===== src/design/cache_geom_pkg.sv =====
//##########################################################
// cache geometry
// address split, line size and way count
// scalar types shared by the datapath and the controller
//##########################################################

package cache_geom_pkg;

    localparam int ADDR_BITS      = 25;  // processor word address
    localparam int WORD_SEL_BITS  = 2;
    localparam int WORDS_PER_LINE = 4;
    localparam int NUM_WAYS       = 8;
    localparam int WAY_BITS       = 3;
    localparam int PLRU_BITS      = 7;   // one bit per inner tree node
    localparam int LINE_ADDR_BITS = ADDR_BITS - WORD_SEL_BITS;

    typedef logic [31:0] word_t;

    // word 0 sits in the low bits
    typedef word_t [WORDS_PER_LINE-1:0] line_t;

    typedef logic [3:0] byte_en_t;
    typedef logic [NUM_WAYS-1:0] way_mask_t;
    typedef logic [WAY_BITS-1:0] way_idx_t;
    typedef logic [PLRU_BITS-1:0] plru_t;
    typedef logic [LINE_ADDR_BITS-1:0] line_addr_t;

endpackage


===== src/design/sync_ram.sv =====
//##########################################################
// simple dual-port RAM, one read and one write port
// registered read, payload given by a type parameter
//##########################################################

module sync_ram #(
    parameter type payload_t  = logic [7:0],
    parameter int  DEPTH_BITS = 9
) (
    input  logic                  clk,
    input  logic                  i_wr_en,
    input  logic [DEPTH_BITS-1:0] i_wr_addr,
    input  payload_t              i_wr_data,
    input  logic [DEPTH_BITS-1:0] i_rd_addr,
    output payload_t              o_rd_data
);

    payload_t mem [2**DEPTH_BITS];

    always_ff @(posedge clk) begin
        if (i_wr_en) begin
            mem[i_wr_addr] <= i_wr_data;
        end
        if (i_wr_en && (i_wr_addr == i_rd_addr)) begin
            o_rd_data <= i_wr_data;  // new data wins on a collision
        end else begin
            o_rd_data <= mem[i_rd_addr];
        end
    end

endmodule


===== src/design/plru_tree.sv =====
//##########################################################
// tree pseudo-LRU for eight ways
// per-set state RAM, victim walk and update on access
// zero state written during the reset sweep
//##########################################################

module plru_tree #(
    parameter int SET_BITS = 9
) (
    input  logic                     clk,
    input  logic [SET_BITS-1:0]      i_index,
    input  logic                     i_update,
    input  cache_geom_pkg::way_idx_t i_way,
    input  logic                     i_clear,
    output cache_geom_pkg::way_idx_t o_victim
);

    cache_geom_pkg::plru_t state_rd;
    cache_geom_pkg::plru_t state_next;
    cache_geom_pkg::plru_t wr_data;
    cache_geom_pkg::way_idx_t victim;
    logic [SET_BITS-1:0]   index_q;
    logic [SET_BITS-1:0]   wr_addr;

    // node n has children 2n+1 and 2n+2
    // a set bit sends the victim to the upper child
    always_comb begin
        victim[2] = state_rd[0];
        victim[1] = state_rd[1 + victim[2]];
        victim[0] = state_rd[3 + victim[2:1]];
    end

    assign o_victim = victim;

    // every node on the accessed path points away from it
    always_comb begin
        state_next                 = state_rd;
        state_next[0]              = ~i_way[2];
        state_next[1 + i_way[2]]   = ~i_way[1];
        state_next[3 + i_way[2:1]] = ~i_way[0];
    end

    always_ff @(posedge clk) begin
        index_q <= i_index;
    end

    assign wr_addr = i_clear ? i_index : index_q;
    assign wr_data = i_clear ? '0 : state_next;

    sync_ram #(
        .payload_t  (cache_geom_pkg::plru_t),
        .DEPTH_BITS (SET_BITS)
    ) state_ram (
        .clk       (clk),
        .i_wr_en   (i_update || i_clear),
        .i_wr_addr (wr_addr),
        .i_wr_data (wr_data),
        .i_rd_addr (i_index),
        .o_rd_data (state_rd)
    );

endmodule


===== config.mk =====
export PLATFORM = sky130hd
export DESIGN_NAME = plru_tree
export DESIGN_NICKNAME = d
export VERILOG_FILES = /design/src/design/cache_geom_pkg.sv /design/src/design/sync_ram.sv /design/src/design/plru_tree.sv
export SDC_FILE = /design/constraint.sdc
export NUM_CORES = 2
export LEC_CHECK = 0
export BUFFER_PORTS_ARGS = -buffer_cell sky130_fd_sc_hd__buf_2
export CAP_MARGIN = 15
export CELL_PAD_IN_SITES_DETAIL_PLACEMENT = 1
export CELL_PAD_IN_SITES_GLOBAL_PLACEMENT = 2
export CORE_ASPECT_RATIO = 1.75
export CORE_MARGIN = 3
export CORE_UTILIZATION = 45
export DETAILED_ROUTE_END_ITERATION = 10
export GPL_TIMING_DRIVEN = 0
export PLACE_DENSITY_LB_ADDON = 0.08
export SLEW_MARGIN = 20
export SYNTH_ARGS = -nofsm -noshare
export SYNTH_HDL_FRONTEND = slang
export SYNTH_SLANG_ARGS = --single-unit
export TNS_END_PERCENT = 1

===== constraint.sdc =====
create_clock -name clk -period 45.4 [get_ports clk]
set_clock_uncertainty 0.15 [all_clocks]
set_input_delay 9.08 -clock clk [delete_from_list [all_inputs] [get_ports clk]]
set_output_delay 9.08 -clock clk [all_outputs]
set_load 0.01 [all_outputs]

# == After elaboration in Yosys (flattened, before gate mapping) ==
# Memory sizes are Yosys's and may differ from the RTL's. A register that Yosys moved wholly into a read port is not among the register bits.
# Cells that the tools add are included.
# word_totals
mem_bits_rw,3584
output_inout_bits,3
in_bits,15
n_memories,1
regBits,9
# mem_list
memory,depth,word_bits,read_ports,rd_clocked_by_memory_dff,wr,line_no,source
state_ram.mem,512,7,1,1,1,sync_ram.sv:18,payload_t mem [2**DEPTH_BITS];
# op_classes
n_mux,14
bitwise,3
n_reduce_logical,3
addsub,4
n_lt_le_gt_ge,6
# ops
cell,n
7-bit bitwise mux,2
9-bit two-way mux,1
2-bit by 4-bit less-than comparator with 1-bit output (second input constant),2
3-bit by 4-bit less-than comparator with 1-bit output (second input constant),2
7-bit two-way mux,1
2-bit by 2-bit adder with 3-bit output (first input constant),2
1-bit binary-select mux with 3-bit select,2
1-bit demux with 3-bit select,2
1-bit two-way mux,6
1-bit by 1-bit adder with 2-bit output (first input constant),2
3-bit by 1-bit greater-or-equal comparator with 1-bit output (second input constant),1
1-bit NOT,3
2-bit by 1-bit greater-or-equal comparator with 1-bit output (second input constant),1
1-bit logical AND,2
1-bit logical OR,1

# == Longest topological paths before layout ==
# depth
depth_word,8
mapped_depth,20
mapped_depth_nobuf,13

# == By module ==
# A second synthesis with hierarchy kept.
# unflattened
hier_cells,7214
area_unflattened_um2,141931.1
# by_module_without_submodules
mod,instances,area_per_inst_um2,seq_area_each_um2,cells_each
sync_ram,1,141364.3,107803.4,7156
plru_tree,1,566.8,180.2,58

# == Least setup slack after synthesis ==
# Ideal clock, no wire load.
# synth_timing
path_type,in2reg
startpoint,input i_clear
endpoint,"memory state_ram.mem[0][0] in the netlist's numbering, data pin"
setup_slack_ns,10.596
n_path_buf,3
required_time_ns,40.972
t_arrival_ns,30.376
stages,4
path_cell_list,clkbuf_1 > clkbuf_1 > clkbuf_1 > a211oi_1
# synth_lines
element,line_no,source
start: declaration,plru_tree.sv:14,"input logic i_clear,"
end: declaration,sync_ram.sv:18,

==> results.toml <==
[status]
status = "complete, but fails checks"
violations = "design-rule violations, max-capacitance violations"

[cells_and_area]
finalInstanceArea_um2 = 164000
drive_gt1_share_pct = 23.1
fin_nets = 7491
area_delta_synth_final_pct = 15.2
final_common_cell = "edfxtp_1"
layout_common_cells = "edfxtp_1 (3584), mux4_2 (602), nor2_1 (583)"

[routing]
dr.pass1.iters = 11
route.detailed.drc = 1
wl_per_cell_um = 60.5
ant_nets = 0
vias = 86600
drt_iter0_markers = 15700
wl_mm = 722
vias_per_cell = 7.26

[worst_setup_path]
slowest_delay_ps = 910
arrival_ps = 9310
crit_chain = "buf_4 > buf_2 > buf_4 > clkbuf_2 > buf_12 > buf_2 > mux4_1 > o22ai_1 > o21ai_0 > o211ai_1 > nor4_4 > nand4b_2 > mux2_2 > ha_1 > inv_1 > o21ai_0 > nand2_1 > a32oi_1 > buf_2"
worstSetupEndpoint = "o_victim[0]"
critPathKind = "flip-flop to primary output"
worstSetupEndpointType = "primary output"
crit_required_ps = 36170
critical-path-top-delay-family = "buffers and inverters"
critPathBufInv = 8
r2r_setup_slack_ps = 36190
start_kind = "flip-flop"
crit_path_max_fanout = 10
path_depth = 19
cpMaxStageDelayCell = "buf_2"
path_common_cell = "buf_2"
reg2reg_to = "state_ram.mem[418][4]"
r2r_start = "index_q[4]"
r2r_cells = 20
setup.worst_path.start = "index_q[1]"

[clocking]
path_clk_slew_ps = 70
cts_setup_buffers = 0
h-tree-depth = 5
cts_sinks = 3593
insertion_delay_ps = 1000
cts_tree = "done"
holdBufCountCts = 0
clockRootBuffer = "clkbuf_16"
post_cts_resized = 0
numCtsBuffers = 336
clockBufferDepth = 4

[yosys]
yosysSeqAreaShare_pct = 76.0
synthArstFlopShare_pct = 0
synth-main-ff-cell = "edfxtp_1"
synth.avg_cell_area_um2 = 20.7
syn-num-nets = 6891
synth_area_um2 = 142000
ys_seq_elements = 3593
netlist_instances = 6870
ys_types = 72
synth_warnings = 0
synth_edf_count = 3584

[floorplanning]
fp.dieH_um = 749
die_w_um = 431
core_um2 = 314000
start_util_pct = 45.2
dieArea_um2 = 322000
ios = 18
fp-row-count = 272

[grt]
grt_pass1_vias = 81700
grt_overflow = 0
grt_use_total_pct = 44.4
grt_pass1_wl_mm = 899
grt_max_degree = 76
antenna_found_initial = 97

[power]
power.leakage_nw = 53.0
ir_worst_vdd_v = 0.0000379
power.density_nw_per_um2 = 44.5

[placement]
port_buffers = 17
dpl_cell_area_um2 = 153000
dp_hpwl_mm = 507
gp_congestion = 1.02
pre_cts_ws_ps = 28190

[timing]
layout_worst_path_cycle_share_pct = 40.8
max_freq_mhz = 53.9
finalHoldViolations = 0
slew_viol_final = 0
rsz0062_at_grt = "no"
max_slew_margin_pct = 1.31
final-setup-viol-count = 0
fin_ws_ps = 26860
whs_ps = 1790
finalCriticalPeriod_ps = 18540
worst_pin_slew_ps = 1470

[worst_hold_path]
hp-class = "flip-flop to flip-flop"

[run]
cap_violations = 1
worst min path at each step:
stage	startpoint	endpoint	slack, ps	cells after the start
after floorplan	index_q[2]	state_ram.mem[501][0]	1200	6
after global placement	index_q[7]	state_ram.mem[493][1]	2040	6
after detailed placement	state_ram.mem[487][2]	state_ram.mem[240][2]	1700	10
after CTS	state_ram.mem[487][2]	state_ram.mem[242][2]	1710	10
after global routing	state_ram.mem[487][2]	state_ram.mem[242][2]	1790	10
final	state_ram.mem[487][2]	state_ram.mem[242][2]	1790	10
routing by layer:
metal  GRT usage, %  up-vias  routed length (um)
met5              0        -                 184
met1           49.4    46400              225000
li1               -    30100                   -
met4           46.4       26               93500
met3           12.0     2410               77800
met2           67.0     7714              325000
worst register-to-register path, cell delays in order (launching register included):
cell and delay (ps):
dfxtp_1 330, buf_2 330, inv_1 170, buf_2 570
buf_2 870, buf_4 780, clkbuf_2 610, buf_12 290
buf_2 750, nand2_1 230, a31oi_2 710, o21ai_0 170
nand3_1 200, o22ai_1 160, a21oi_1 740, mux2i_1 260
nor2_4 610, buf_12 280, buf_12 260, buf_12 270
buf_12 260
final cells by class:
cell class | instances | area, um^2
inverter | 18 | 68.8
buffer | 433 | 3830
tap | 4110 | 5140
clock inverter | 171 | 1450
timing repair buffer | 262 | 5230
clock buffer | 419 | 9020
fill | 27400 | 150000
sequential | 3593 | 108000
multi-input combinational | 2826 | 30700
antenna | 101 | 253
per-stage QoR:
step	cells	utilization (%)	total power, mW	setup TNS (ps)
floorplan	6870	-	4.09	0
CTS	11800	52.0	7.22	0
detailed placement	11200	48.7	4.46	0
global placement	11000	46.9	4.53	-8192580
global route	11900	52.1	7.35	0
finish	11900	52.1	7.28	0
state kept, by name, indices dropped and copies added, names as in the netlist:
signal,count
index_q,9
state_ram.mem,3584
where the power goes:
part	switching, mW	internal (mW)	total, mW	leakage (nW)
Combinational	0.530	0.186	0.716	14.7
Clock	1.32	1.54	2.86	5.13
Sequential	0.00143	3.70	3.70	33.1
Total	1.85	5.43	7.28	53.0
synth_stat cells, types with 16 or more instances:
cell type     n  area, um^2
buf_4        22         165
inv_1        16        60.1
o221ai_1    166        1450
clkbuf_1    162         608
nor3_1       90         450
buf_6        32         360
a31oi_1      17         106
o22ai_1     193        1210
mux4_2      602       13600
buf_2        71         355
nor4_1       27         169
buf_1        16        60.1
nor2_1      594        2230
mux4_1      143        3760
nand3_1      33         165
a211oi_1     24         180
buf_12       35         701
nand2_1     147         552
edfxtp_1   3584      108000
clkbuf_8     42         578
a21oi_1      98         490
buf_8        51         766
mux2i_1     423        4230
o21ai_0     100         500
cells by family after synthesis:
kind of cell | synth area share, %
compound gates | 3.21
simple gates | 2.92
flops | 76.0
buf+inv | 2.59
fa+ha+maj | 0.0529
mux | 15.3
(Power assumes the default switching activity.)
