===== src/design/cache_geom_pkg.sv =====
//##########################################################
// cache geometry
// address split, line size and way count
// scalar types shared by the datapath and the controller
//##########################################################

package cache_geom_pkg;

    localparam int ADDR_BITS      = 25;  // processor word address
    localparam int WORD_SEL_BITS  = 2;
    localparam int WORDS_PER_LINE = 4;
    localparam int NUM_WAYS       = 8;
    localparam int WAY_BITS       = 3;
    localparam int PLRU_BITS      = 7;   // one bit per inner tree node
    localparam int LINE_ADDR_BITS = ADDR_BITS - WORD_SEL_BITS;

    typedef logic [31:0] word_t;

    // word 0 sits in the low bits
    typedef word_t [WORDS_PER_LINE-1:0] line_t;

    typedef logic [3:0] byte_en_t;
    typedef logic [NUM_WAYS-1:0] way_mask_t;
    typedef logic [WAY_BITS-1:0] way_idx_t;
    typedef logic [PLRU_BITS-1:0] plru_t;
    typedef logic [LINE_ADDR_BITS-1:0] line_addr_t;

endpackage


===== src/design/cache_bus_pkg.sv =====
//##########################################################
// bundles crossing the cache boundary
// processor request and response
// memory request and response
// status reported by each way to the controller
//##########################################################

package cache_bus_pkg;

    typedef struct packed {
        logic [cache_geom_pkg::ADDR_BITS-1:0] addr;
        cache_geom_pkg::byte_en_t             byte_en;
        cache_geom_pkg::word_t                wdata;
        logic                                 read;
        logic                                 write;
    } cpu_req_t;

    typedef struct packed {
        cache_geom_pkg::word_t rdata;
        logic                  rdata_valid;  // one-cycle pulse
        logic                  waitrequest;
    } cpu_rsp_t;

    typedef struct packed {
        cache_geom_pkg::line_addr_t addr;
        cache_geom_pkg::line_t      wdata;
        logic                       read;
        logic                       write;
    } mem_req_t;

    typedef struct packed {
        cache_geom_pkg::line_t rdata;
        logic                  rdata_valid;
        logic                  waitrequest;
    } mem_rsp_t;

    typedef struct packed {
        logic                       hit;
        logic                       valid;
        logic                       dirty;
        cache_geom_pkg::line_addr_t line_addr;  // where the stored line lives in memory
    } way_stat_t;

endpackage


===== src/design/cache_ctrl.sv =====
//##########################################################
// cache controller
// access FSM, way choice, line fill and dirty write-back
// reset sweep over every set
//##########################################################

module cache_ctrl #(
    parameter  int SET_BITS = 9,
    localparam int TAG_BITS = cache_geom_pkg::LINE_ADDR_BITS - SET_BITS
) (
    input  logic                                      clk,
    input  logic                                      rst,
    input  cache_bus_pkg::cpu_req_t                   i_cpu,
    output cache_bus_pkg::cpu_rsp_t                   o_cpu,
    output cache_bus_pkg::mem_req_t                   o_mem,
    input  cache_bus_pkg::mem_rsp_t                   i_mem,
    output logic [SET_BITS-1:0]                       o_index,
    output logic [TAG_BITS-1:0]                       o_tag,
    output cache_geom_pkg::line_t                     o_wdata,
    output logic [cache_geom_pkg::WORDS_PER_LINE-1:0] o_word_en,
    output cache_geom_pkg::byte_en_t                  o_byte_en,
    output cache_geom_pkg::way_mask_t                 o_way_write,
    output logic                                      o_fill,
    input  cache_geom_pkg::line_t                     i_way_rdata [cache_geom_pkg::NUM_WAYS],
    input  cache_bus_pkg::way_stat_t                  i_way_stat [cache_geom_pkg::NUM_WAYS],
    output logic                                      o_plru_update,
    output cache_geom_pkg::way_idx_t                  o_plru_way,
    output logic                                      o_plru_clear,
    input  cache_geom_pkg::way_idx_t                  i_victim
);

    typedef enum logic [3:0] {
        ST_SWEEP,
        ST_IDLE,
        ST_COMPARE,
        ST_HIT_WRITE,
        ST_FETCH_REQ,
        ST_FETCH_WAIT,
        ST_FETCH_WRITE,
        ST_WB_LOAD,
        ST_WB_REQ
    } state_t;

    state_t                                  state;
    cache_bus_pkg::cpu_req_t                 req_q;
    cache_bus_pkg::mem_req_t                 mem_q;
    cache_geom_pkg::word_t                   rdata_q;
    logic                                    rvalid_q;
    logic [SET_BITS-1:0]                     sweep_cnt;
    cache_geom_pkg::way_idx_t                way_q;
    cache_geom_pkg::way_mask_t               way_mask;
    cache_geom_pkg::way_mask_t               hit_mask;
    cache_geom_pkg::way_mask_t               valid_mask;
    cache_geom_pkg::way_idx_t                hit_idx;
    cache_geom_pkg::way_idx_t                inv_idx;
    cache_geom_pkg::way_idx_t                acc_idx;
    logic [cache_geom_pkg::ADDR_BITS-1:0]    addr_sel;
    logic [cache_geom_pkg::WORD_SEL_BITS-1:0] word_sel;
    cache_geom_pkg::line_addr_t              line_addr;
    logic                                    idle;

    // lowest way wins in both searches
    always_comb begin
        hit_idx = '0;
        inv_idx = '0;
        for (int w = cache_geom_pkg::NUM_WAYS - 1; w >= 0; w--) begin
            hit_mask[w]   = i_way_stat[w].hit;
            valid_mask[w] = i_way_stat[w].valid;
            if (i_way_stat[w].hit) begin
                hit_idx = cache_geom_pkg::way_idx_t'(w);
            end
            if (!i_way_stat[w].valid) begin
                inv_idx = cache_geom_pkg::way_idx_t'(w);
            end
        end
        if (|hit_mask) begin
            acc_idx = hit_idx;
        end else if (!(&valid_mask)) begin
            acc_idx = inv_idx;
        end else begin
            acc_idx = i_victim;
        end
    end

    assign idle      = (state == ST_IDLE);
    assign addr_sel  = idle ? i_cpu.addr : req_q.addr;  // tags and data ready by compare
    assign word_sel  = req_q.addr[cache_geom_pkg::WORD_SEL_BITS-1:0];
    assign line_addr = req_q.addr[cache_geom_pkg::ADDR_BITS-1:cache_geom_pkg::WORD_SEL_BITS];
    assign way_mask  = cache_geom_pkg::way_mask_t'(1) << way_q;

    assign o_index = (state == ST_SWEEP) ? sweep_cnt
                                         : addr_sel[cache_geom_pkg::WORD_SEL_BITS +: SET_BITS];
    assign o_tag   = addr_sel[cache_geom_pkg::ADDR_BITS-1 -: TAG_BITS];
    assign o_wdata = (state == ST_FETCH_WAIT) ? i_mem.rdata
                                              : {cache_geom_pkg::WORDS_PER_LINE{req_q.wdata}};
    assign o_fill  = (state == ST_SWEEP) || (state == ST_FETCH_WAIT);

    always_comb begin
        o_word_en           = '0;
        o_word_en[word_sel] = 1'b1;
        o_byte_en           = req_q.byte_en;
        o_way_write         = '0;
        case (state)
            ST_SWEEP: begin
                o_word_en   = '0;
                o_byte_en   = '1;
                o_way_write = '1;
            end
            ST_FETCH_WAIT: begin
                o_word_en   = '1;
                o_byte_en   = '1;
                o_way_write = i_mem.rdata_valid ? way_mask : '0;
            end
            ST_HIT_WRITE, ST_FETCH_WRITE: begin
                o_way_write = (|req_q.byte_en) ? way_mask : '0;
            end
            default: begin
            end
        endcase
    end

    assign o_plru_update = (state == ST_COMPARE);
    assign o_plru_way    = acc_idx;
    assign o_plru_clear  = (state == ST_SWEEP);

    assign o_cpu.rdata       = rdata_q;
    assign o_cpu.rdata_valid = rvalid_q;
    assign o_cpu.waitrequest = !idle;
    assign o_mem             = mem_q;

    always_ff @(posedge clk) begin
        if (rst) begin
            state       <= ST_SWEEP;
            sweep_cnt   <= '0;
            rvalid_q    <= 1'b0;
            mem_q.read  <= 1'b0;
            mem_q.write <= 1'b0;
        end else begin
            rvalid_q <= 1'b0;
            case (state)
                ST_SWEEP: begin
                    sweep_cnt <= sweep_cnt + 1'b1;
                    if (&sweep_cnt) begin
                        state <= ST_IDLE;
                    end
                end
                ST_IDLE: begin
                    if (i_cpu.read || i_cpu.write) begin
                        req_q <= i_cpu;  // read wins when both are set
                        state <= ST_COMPARE;
                    end
                end
                ST_COMPARE: begin
                    way_q <= acc_idx;
                    if (|hit_mask) begin
                        if (req_q.read) begin
                            rdata_q  <= i_way_rdata[hit_idx][word_sel];
                            rvalid_q <= 1'b1;
                            state    <= ST_IDLE;
                        end else begin
                            state <= ST_HIT_WRITE;
                        end
                    end else if (i_way_stat[acc_idx].valid && i_way_stat[acc_idx].dirty) begin
                        state <= ST_WB_LOAD;
                    end else begin
                        mem_q.addr <= line_addr;
                        mem_q.read <= 1'b1;
                        state      <= ST_FETCH_REQ;
                    end
                end
                ST_HIT_WRITE, ST_FETCH_WRITE: begin
                    state <= ST_IDLE;
                end
                ST_FETCH_REQ: begin
                    if (!i_mem.waitrequest) begin
                        mem_q.read <= 1'b0;
                        state      <= ST_FETCH_WAIT;
                    end
                end
                ST_FETCH_WAIT: begin
                    if (i_mem.rdata_valid) begin
                        if (req_q.read) begin
                            rdata_q  <= i_mem.rdata[word_sel];
                            rvalid_q <= 1'b1;
                            state    <= ST_IDLE;
                        end else begin
                            state <= ST_FETCH_WRITE;  // word goes into the fresh line
                        end
                    end
                end
                ST_WB_LOAD: begin
                    mem_q.addr  <= i_way_stat[way_q].line_addr;
                    mem_q.wdata <= i_way_rdata[way_q];
                    mem_q.write <= 1'b1;
                    state       <= ST_WB_REQ;
                end
                ST_WB_REQ: begin
                    if (!i_mem.waitrequest) begin
                        mem_q.write <= 1'b0;
                        mem_q.addr  <= line_addr;
                        mem_q.read  <= 1'b1;
                        state       <= ST_FETCH_REQ;
                    end
                end
                default: begin
                    state <= ST_IDLE;
                end
            endcase
        end
    end

    // a tag lives in at most one way of a set
    assert property (@(posedge clk) disable iff (rst)
        (state == ST_COMPARE) |-> $onehot0(hit_mask))
        else $error("more than one way hit");

    assert property (@(posedge clk) disable iff (rst) !(o_mem.read && o_mem.write))
        else $error("memory read and write strobes together");

    // memory only answers the single outstanding fetch
    assert property (@(posedge clk) disable iff (rst)
        i_mem.rdata_valid |-> (state == ST_FETCH_WAIT))
        else $error("memory read data outside a fetch");

endmodule


===== config.mk =====
export PLATFORM = sky130hd
export DESIGN_NAME = cache_ctrl
export DESIGN_NICKNAME = d
export VERILOG_FILES = /design/src/design/cache_geom_pkg.sv /design/src/design/cache_bus_pkg.sv /design/src/design/cache_ctrl.sv
export SDC_FILE = /design/constraint.sdc
export NUM_CORES = 1
export LEC_CHECK = 0
export BUFFER_PORTS_ARGS = -buffer_cell sky130_fd_sc_hd__clkbuf_2
export CORE_AREA = 2 2 696 698
export CTS_CLUSTER_SIZE = 12
export DETAILED_ROUTE_END_ITERATION = 10
export DIE_AREA = 0 0 698 700
export MAX_ROUTING_LAYER = met4
export PLACE_DENSITY = 0.32
export REMOVE_ABC_BUFFERS = 1
export SETUP_SLACK_MARGIN = 0.2
export SYNTH_ARGS = -nofsm -noshare
export SYNTH_HDL_FRONTEND = slang
export SYNTH_SLANG_ARGS = --single-unit

===== constraint.sdc =====
create_clock -name clk -period 15.15 [get_ports clk]
set_input_delay 2.2725 -clock clk [delete_from_list [all_inputs] [get_ports clk]]
set_output_delay 2.2725 -clock clk [all_outputs]
set_load 0.02 [all_outputs]

==> out/metrics.yaml, run 1 <==
run_status: "aborted with a tool error"
last-stage-reached: "detailed routing"
tool.error: "[ERROR DRT-0255] Maze Route cannot find path of net i_way_rdata[413] in worker of routeBox ( 676200 386400 ) ( 698000 434700 )."
synth-simple-area-share_pct: 18.7
cts-htree-levels: 2
die_y_um: 700
antenna_found_initial: 405
fp-row-count: 255
synth_top_flop_cell: "sky130_fd_sc_hd__edfxtp_1"
dp.final_hpwl_um: 401000
grt_max_degree: 123
floorplan.initialDensity_pct: 6.16
synth_warnings: 0
grt_pass1_wl_um: 545000
synth_sequential_area_ratio_pct: 26.2
combinational_family_with_the_most_area_after_synthesis: "multiplexers"
number_of_global_route_vias_before_repair: 37600
dp.cells: 11200
ffs_latches_synth: 264
synth-xor-area-share_pct: 0.177
post_cts_buffers: 0
synth_compound_area_share_pct: 15.4
clock-sinks: 264
number_of_synthesized_flops_with_an_enable_pin: 248
post_place_setup_slack_ps: 7360
clock_tree.buffer_depth: 3
design.portCount: 1790
post_synthesis_cell_count: 3186
avgSynthCellArea_um2: 9.31
synthAdderAreaFrac_pct: 0.0844
dieWidth_um: 698
yosysUniqueCellTypes: 69
synth_mux_area_share_pct: 34.6
global_route.overflow_total: 0
globalplace.congestion: 0.985
cts_buffers: 50
netlist_area_um2: 29700
clock-root-buffer: "sky130_fd_sc_hd__clkbuf_16"
synth-async-reset-ratio_pct: 0
cts_hold_buf: 0
postCtsResizedCells: 0
port_buffers: 1789
grt_usage_pct: 18.5
-- through the flow --
stage | area, um^2 | hold slack (ps)
2_1_floorplan | 28300 | 448
3_3_place_gp | 46400 | 469
3_5_place_dp | 46400 | 473
4_1_cts | 48000 | 482
5_1_grt | 48500 | 525
-- layer usage --
layer / global-route usage [%]
met5: -
met3: 7.45
met2: 29.5
met4: 5.77
met1: 21.1
-- kinds of logic after synthesis --
kind of cell | count (synthesis)
simple gates | 1292
compound gates | 706
mux | 590
buf+inv | 326
flops | 264
xor+xnor | 6
fa+ha+maj | 2
-- synth_stat cells (3+ instances only) --
cell type,count,area [um^2]
sky130_fd_sc_hd__a211o_1,14,123
sky130_fd_sc_hd__a211oi_1,20,150
sky130_fd_sc_hd__a21boi_0,15,113
sky130_fd_sc_hd__a21oi_1,236,1180
sky130_fd_sc_hd__a21oi_2,14,123
sky130_fd_sc_hd__a22oi_1,42,315
sky130_fd_sc_hd__a311o_1,14,140
sky130_fd_sc_hd__a31oi_1,17,106
sky130_fd_sc_hd__a32oi_1,78,683
sky130_fd_sc_hd__and3_1,5,31.3
sky130_fd_sc_hd__buf_1,35,131
sky130_fd_sc_hd__buf_2,75,375
sky130_fd_sc_hd__buf_4,18,135
sky130_fd_sc_hd__buf_6,7,78.8
sky130_fd_sc_hd__clkbuf_1,181,679
sky130_fd_sc_hd__dfxtp_1,16,320
sky130_fd_sc_hd__edfxtp_1,248,7450
sky130_fd_sc_hd__inv_1,9,33.8
sky130_fd_sc_hd__mux2_2,142,1600
sky130_fd_sc_hd__mux2i_1,114,1140
sky130_fd_sc_hd__mux4_2,334,7520
sky130_fd_sc_hd__nand2_1,903,3390
sky130_fd_sc_hd__nand2b_1,12,75.1
sky130_fd_sc_hd__nand3_1,164,821
sky130_fd_sc_hd__nand4_1,63,394
sky130_fd_sc_hd__nor2_1,69,259
sky130_fd_sc_hd__nor2_2,3,18.8
sky130_fd_sc_hd__nor2b_1,5,31.3
sky130_fd_sc_hd__nor3_1,8,40.0
sky130_fd_sc_hd__nor4_1,32,200
sky130_fd_sc_hd__nor4_4,3,63.8
sky130_fd_sc_hd__o211ai_1,44,330
sky130_fd_sc_hd__o21ai_0,153,766
sky130_fd_sc_hd__o21ai_2,3,26.3
sky130_fd_sc_hd__o21bai_1,14,105
sky130_fd_sc_hd__o31ai_1,4,30.0
sky130_fd_sc_hd__o41ai_1,10,87.6
sky130_fd_sc_hd__o41ai_2,8,130
sky130_fd_sc_hd__or2_2,6,37.5
sky130_fd_sc_hd__or3_1,8,50.1
sky130_fd_sc_hd__xor2_1,5,43.8
==> inputs of run 2 (changes only) <==
--- a/config.mk
+++ b/config.mk
@@ -6,14 +6,11 @@
 export NUM_CORES = 1
 export LEC_CHECK = 0
 export BUFFER_PORTS_ARGS = -buffer_cell sky130_fd_sc_hd__clkbuf_2
-export CORE_AREA = 2 2 696 698
-export CTS_CLUSTER_SIZE = 12
+export CORE_AREA = 2 2 705 707
 export DETAILED_ROUTE_END_ITERATION = 10
-export DIE_AREA = 0 0 698 700
-export MAX_ROUTING_LAYER = met4
-export PLACE_DENSITY = 0.32
+export DIE_AREA = 0 0 707 709
+export PLACE_DENSITY_LB_ADDON = 0.15
 export REMOVE_ABC_BUFFERS = 1
-export SETUP_SLACK_MARGIN = 0.2
 export SYNTH_ARGS = -nofsm -noshare
 export SYNTH_HDL_FRONTEND = slang
 export SYNTH_SLANG_ARGS = --single-unit
==> out/metrics.yaml, run 2 <==
run_status: "complete, no violations"
number_of_cells_traversed_by_the_worst_register_to_register_path: 10
worst_ir_drop_vdd_uv: 93.3
pwr-share-seq_pct: 25.9
most-common-layout-cells: "sky130_fd_sc_hd__clkbuf_2 (1789), sky130_fd_sc_hd__nand2_1 (898), sky130_fd_sc_hd__mux4_2 (334)"
post-route-period-util_pct: 47.8
floorplan.initialDensity_pct: 6.02
layout_setup_ws_ps: 7910
postCtsResizedCells: 0
synth_warnings: 0
routed_wire_length_per_instance_um: 38.7
synthTopCellsByArea: "sky130_fd_sc_hd__mux4_2 (25%), sky130_fd_sc_hd__edfxtp_1 (25%), sky130_fd_sc_hd__nand2_1 (11%)"
placed_area_um2: 46500
tritoncts: "yes"
layout.nets: 6250
critPathCaptureType: "output pin"
grt_pass1_wl_um: 533000
power_switching_share_pct: 39.1
clock_skew_ps: 30.7
netlist_top_cells_count: "sky130_fd_sc_hd__nand2_1 (903), sky130_fd_sc_hd__mux4_2 (334), sky130_fd_sc_hd__edfxtp_1 (248), sky130_fd_sc_hd__a21oi_1 (236), sky130_fd_sc_hd__clkbuf_1 (181)"
worst-endpoint-required_ps: 12880
vias: 39300
antenna_found_initial: 267
r2r_slack_ps: 9600
grt_usage_pct: 16.9
post_place_setup_slack_ps: 8050
post_cts_buffers: 0
timing_hold_violations_final: 0
crit_path_end: "o_wdata[75]"
fin_cells: 11400
largest_register_ffs: 153
global_route.overflow_total: 0
yosysUniqueCellTypes: 69
clock-root-buffer: "sky130_fd_sc_hd__clkbuf_16"
layout.cells.most_common: "sky130_fd_sc_hd__clkbuf_2"
finalWirelength_um: 442000
layout.cell_area.non_filler_um2: 48400
max-slew-margin-rel_pct: 16.0
dp.final_hpwl_um: 378000
power.density_nw_per_um2: 65.7
clock_tree.buffer_depth: 3
static-leakage-power_uw: 0.0186
netlist_area_um2: 29700
cts_hold_buf: 0
avgSynthCellArea_um2: 9.31
grt_max_degree: 109
finalSetupViolCount: 0
final_max_slew_violation_count: 0
post_synthesis_cell_count: 3186
max_slew.worst_pin.slew_ps: 1250
detail-route-antenna-nets: 0
critPathLaunchType: "flop"
drt_first_pass_iters: 6
post-route-min-period_ps: 7240
avgViaCountPerCell: 3.44
min-delay-path-class: "flop to flop"
clock-sinks: 264
fp-row-count: 258
max-cap-violations: 0
dieWidth_um: 707
area_delta_synth_final_pct: 63.1
max_clock_freq_mhz: 138
comb_power_share_pct: 31.7
setup.worst_path.start: "state[3]$_SDFFE_PP0P_"
cts_buffers: 53
ffs_latches_synth: 264
signal_arrival_time_at_the_worst_endpoint_ps: 4970
globalplace.congestion: 0.958
cts-htree-levels: 2
fp.dieArea_um2: 501000
placeable_core_region_um2: 493000
dr.first_iter.drc_count: 3689
whs_path_depth: 2
critical_path.reg2reg.endpoint: "rdata_q[3]$_DFFE_PP_"
detail_route.drc_violations: 0
rsz0062_at_grt: "false"
power_switching_uw: 1240
port_buffers: 1789
number_of_global_route_vias_before_repair: 39200
worst_r2r_startpoint: "req_q[39]$_DFFE_PP_"
netlist.top_cell.by_area: "sky130_fd_sc_hd__mux4_2"
cp_max_fo: 37
synth_top_flop_cell: "sky130_fd_sc_hd__edfxtp_1"
crit_type: "flop to output pin"
relative_contribution_of_the_clock_network_to_total_power_pct: 42.4
synth-async-reset-ratio_pct: 0
setup_total_negative_slack_ps: 0
number_of_synthesized_flops_with_an_enable_pin: 248
insertion_delay_ps: 750
die_y_um: 709
clock_transition_at_the_registers_of_the_reported_paths_ps: 50
internal-power_uw: 1930
post_route_cells_drive_above_1_share_pct: 52.1
synth_sequential_area_ratio_pct: 26.2
synth_most_common_cell: "sky130_fd_sc_hd__nand2_1"
synth_top_area_share_pct: 25.4
dp.cells: 11300
design.portCount: 1790
-- run 2: cell counts after synthesis --
No cell type changed its count.
-- run 2: worst max-delay path, cell delays in order (launching register included) --
cell and delay (ps):
sky130_fd_sc_hd__dfxtp_1 530, sky130_fd_sc_hd__nand2b_1 330, sky130_fd_sc_hd__nor2_4 740, sky130_fd_sc_hd__buf_4 370
sky130_fd_sc_hd__buf_4 520, sky130_fd_sc_hd__buf_4 610, sky130_fd_sc_hd__nand2_1 440, sky130_fd_sc_hd__nand2_1 180
sky130_fd_sc_hd__clkbuf_2 280
-- run 2: area by class of cell --
class                   instances  area (um^2)
fillers                     57400       445000
multi-input cells            2596        20700
repair buffers               1893         9810
well taps                    6500         8130
flip-flops and latches        264         7770
clock buffers                  65         1410
clock inverters                33          374
diodes                         58          145
inverters                      10         37.5
-- run 2: cells by family after synthesis --
kind of cell | after synthesis | synth area share, %
buffers and inverters | 326 | 4.85
adder cells (fa/ha/maj) | 2 | 0.0844
flip-flops | 264 | 26.2
multiplexers | 590 | 34.6
XOR/XNOR | 6 | 0.177
AO/OA/AOI/OAI | 706 | 15.4
AND/OR/NAND/NOR | 1292 | 18.7
-- run 2: power groups by stage --
| stage | Sequential [uW] | Clock (uW) | Combinational (uW) |
|---|---|---|---|
| after floorplan | 839 | 0 | 397 |
| after global placement | 837 | 0 | 1020 |
| after detailed placement | 837 | 0 | 1020 |
| after CTS | 821 | 1440 | 1030 |
| after global routing | 823 | 1440 | 1070 |
| final | 822 | 1350 | 1010 |
-- run 2: worst min path at each step --
stage	to	slack, ps	from
after global routing	sweep_cnt[1]$_SDFFE_PP0P_	530	sweep_cnt[1]$_SDFFE_PP0P_
after CTS	sweep_cnt[8]$_SDFFE_PP0P_	500	sweep_cnt[8]$_SDFFE_PP0P_
after detailed placement	sweep_cnt[8]$_SDFFE_PP0P_	490	sweep_cnt[8]$_SDFFE_PP0P_
after floorplan	sweep_cnt[8]$_SDFFE_PP0P_	450	sweep_cnt[8]$_SDFFE_PP0P_
after global placement	sweep_cnt[8]$_SDFFE_PP0P_	480	sweep_cnt[8]$_SDFFE_PP0P_
final	sweep_cnt[8]$_SDFFE_PP0P_	500	sweep_cnt[8]$_SDFFE_PP0P_
-- run 2: per-stage QoR --
stage / utilization (%) / hold WS (ps) / power, uW
finish: 9.82 / 502 / 3180
global route: 9.80 / 535 / 3330
CTS: 9.79 / 502 / 3290
detailed placement: 9.42 / 489 / 1860
global placement: 9.42 / 484 / 1860
floorplan: - / 448 / 1240
-- run 2: metal layers --
layer,vias to the layer above,wire length (um),GRT usage [%]
met2,2423,215000,29.1
met5,-,561,0
met3,574,33000,4.61
met1,20500,181000,20.5
met4,86,13700,4.17
li1,15700,-,-
Note: power is estimated with default switching activity, not from simulation.
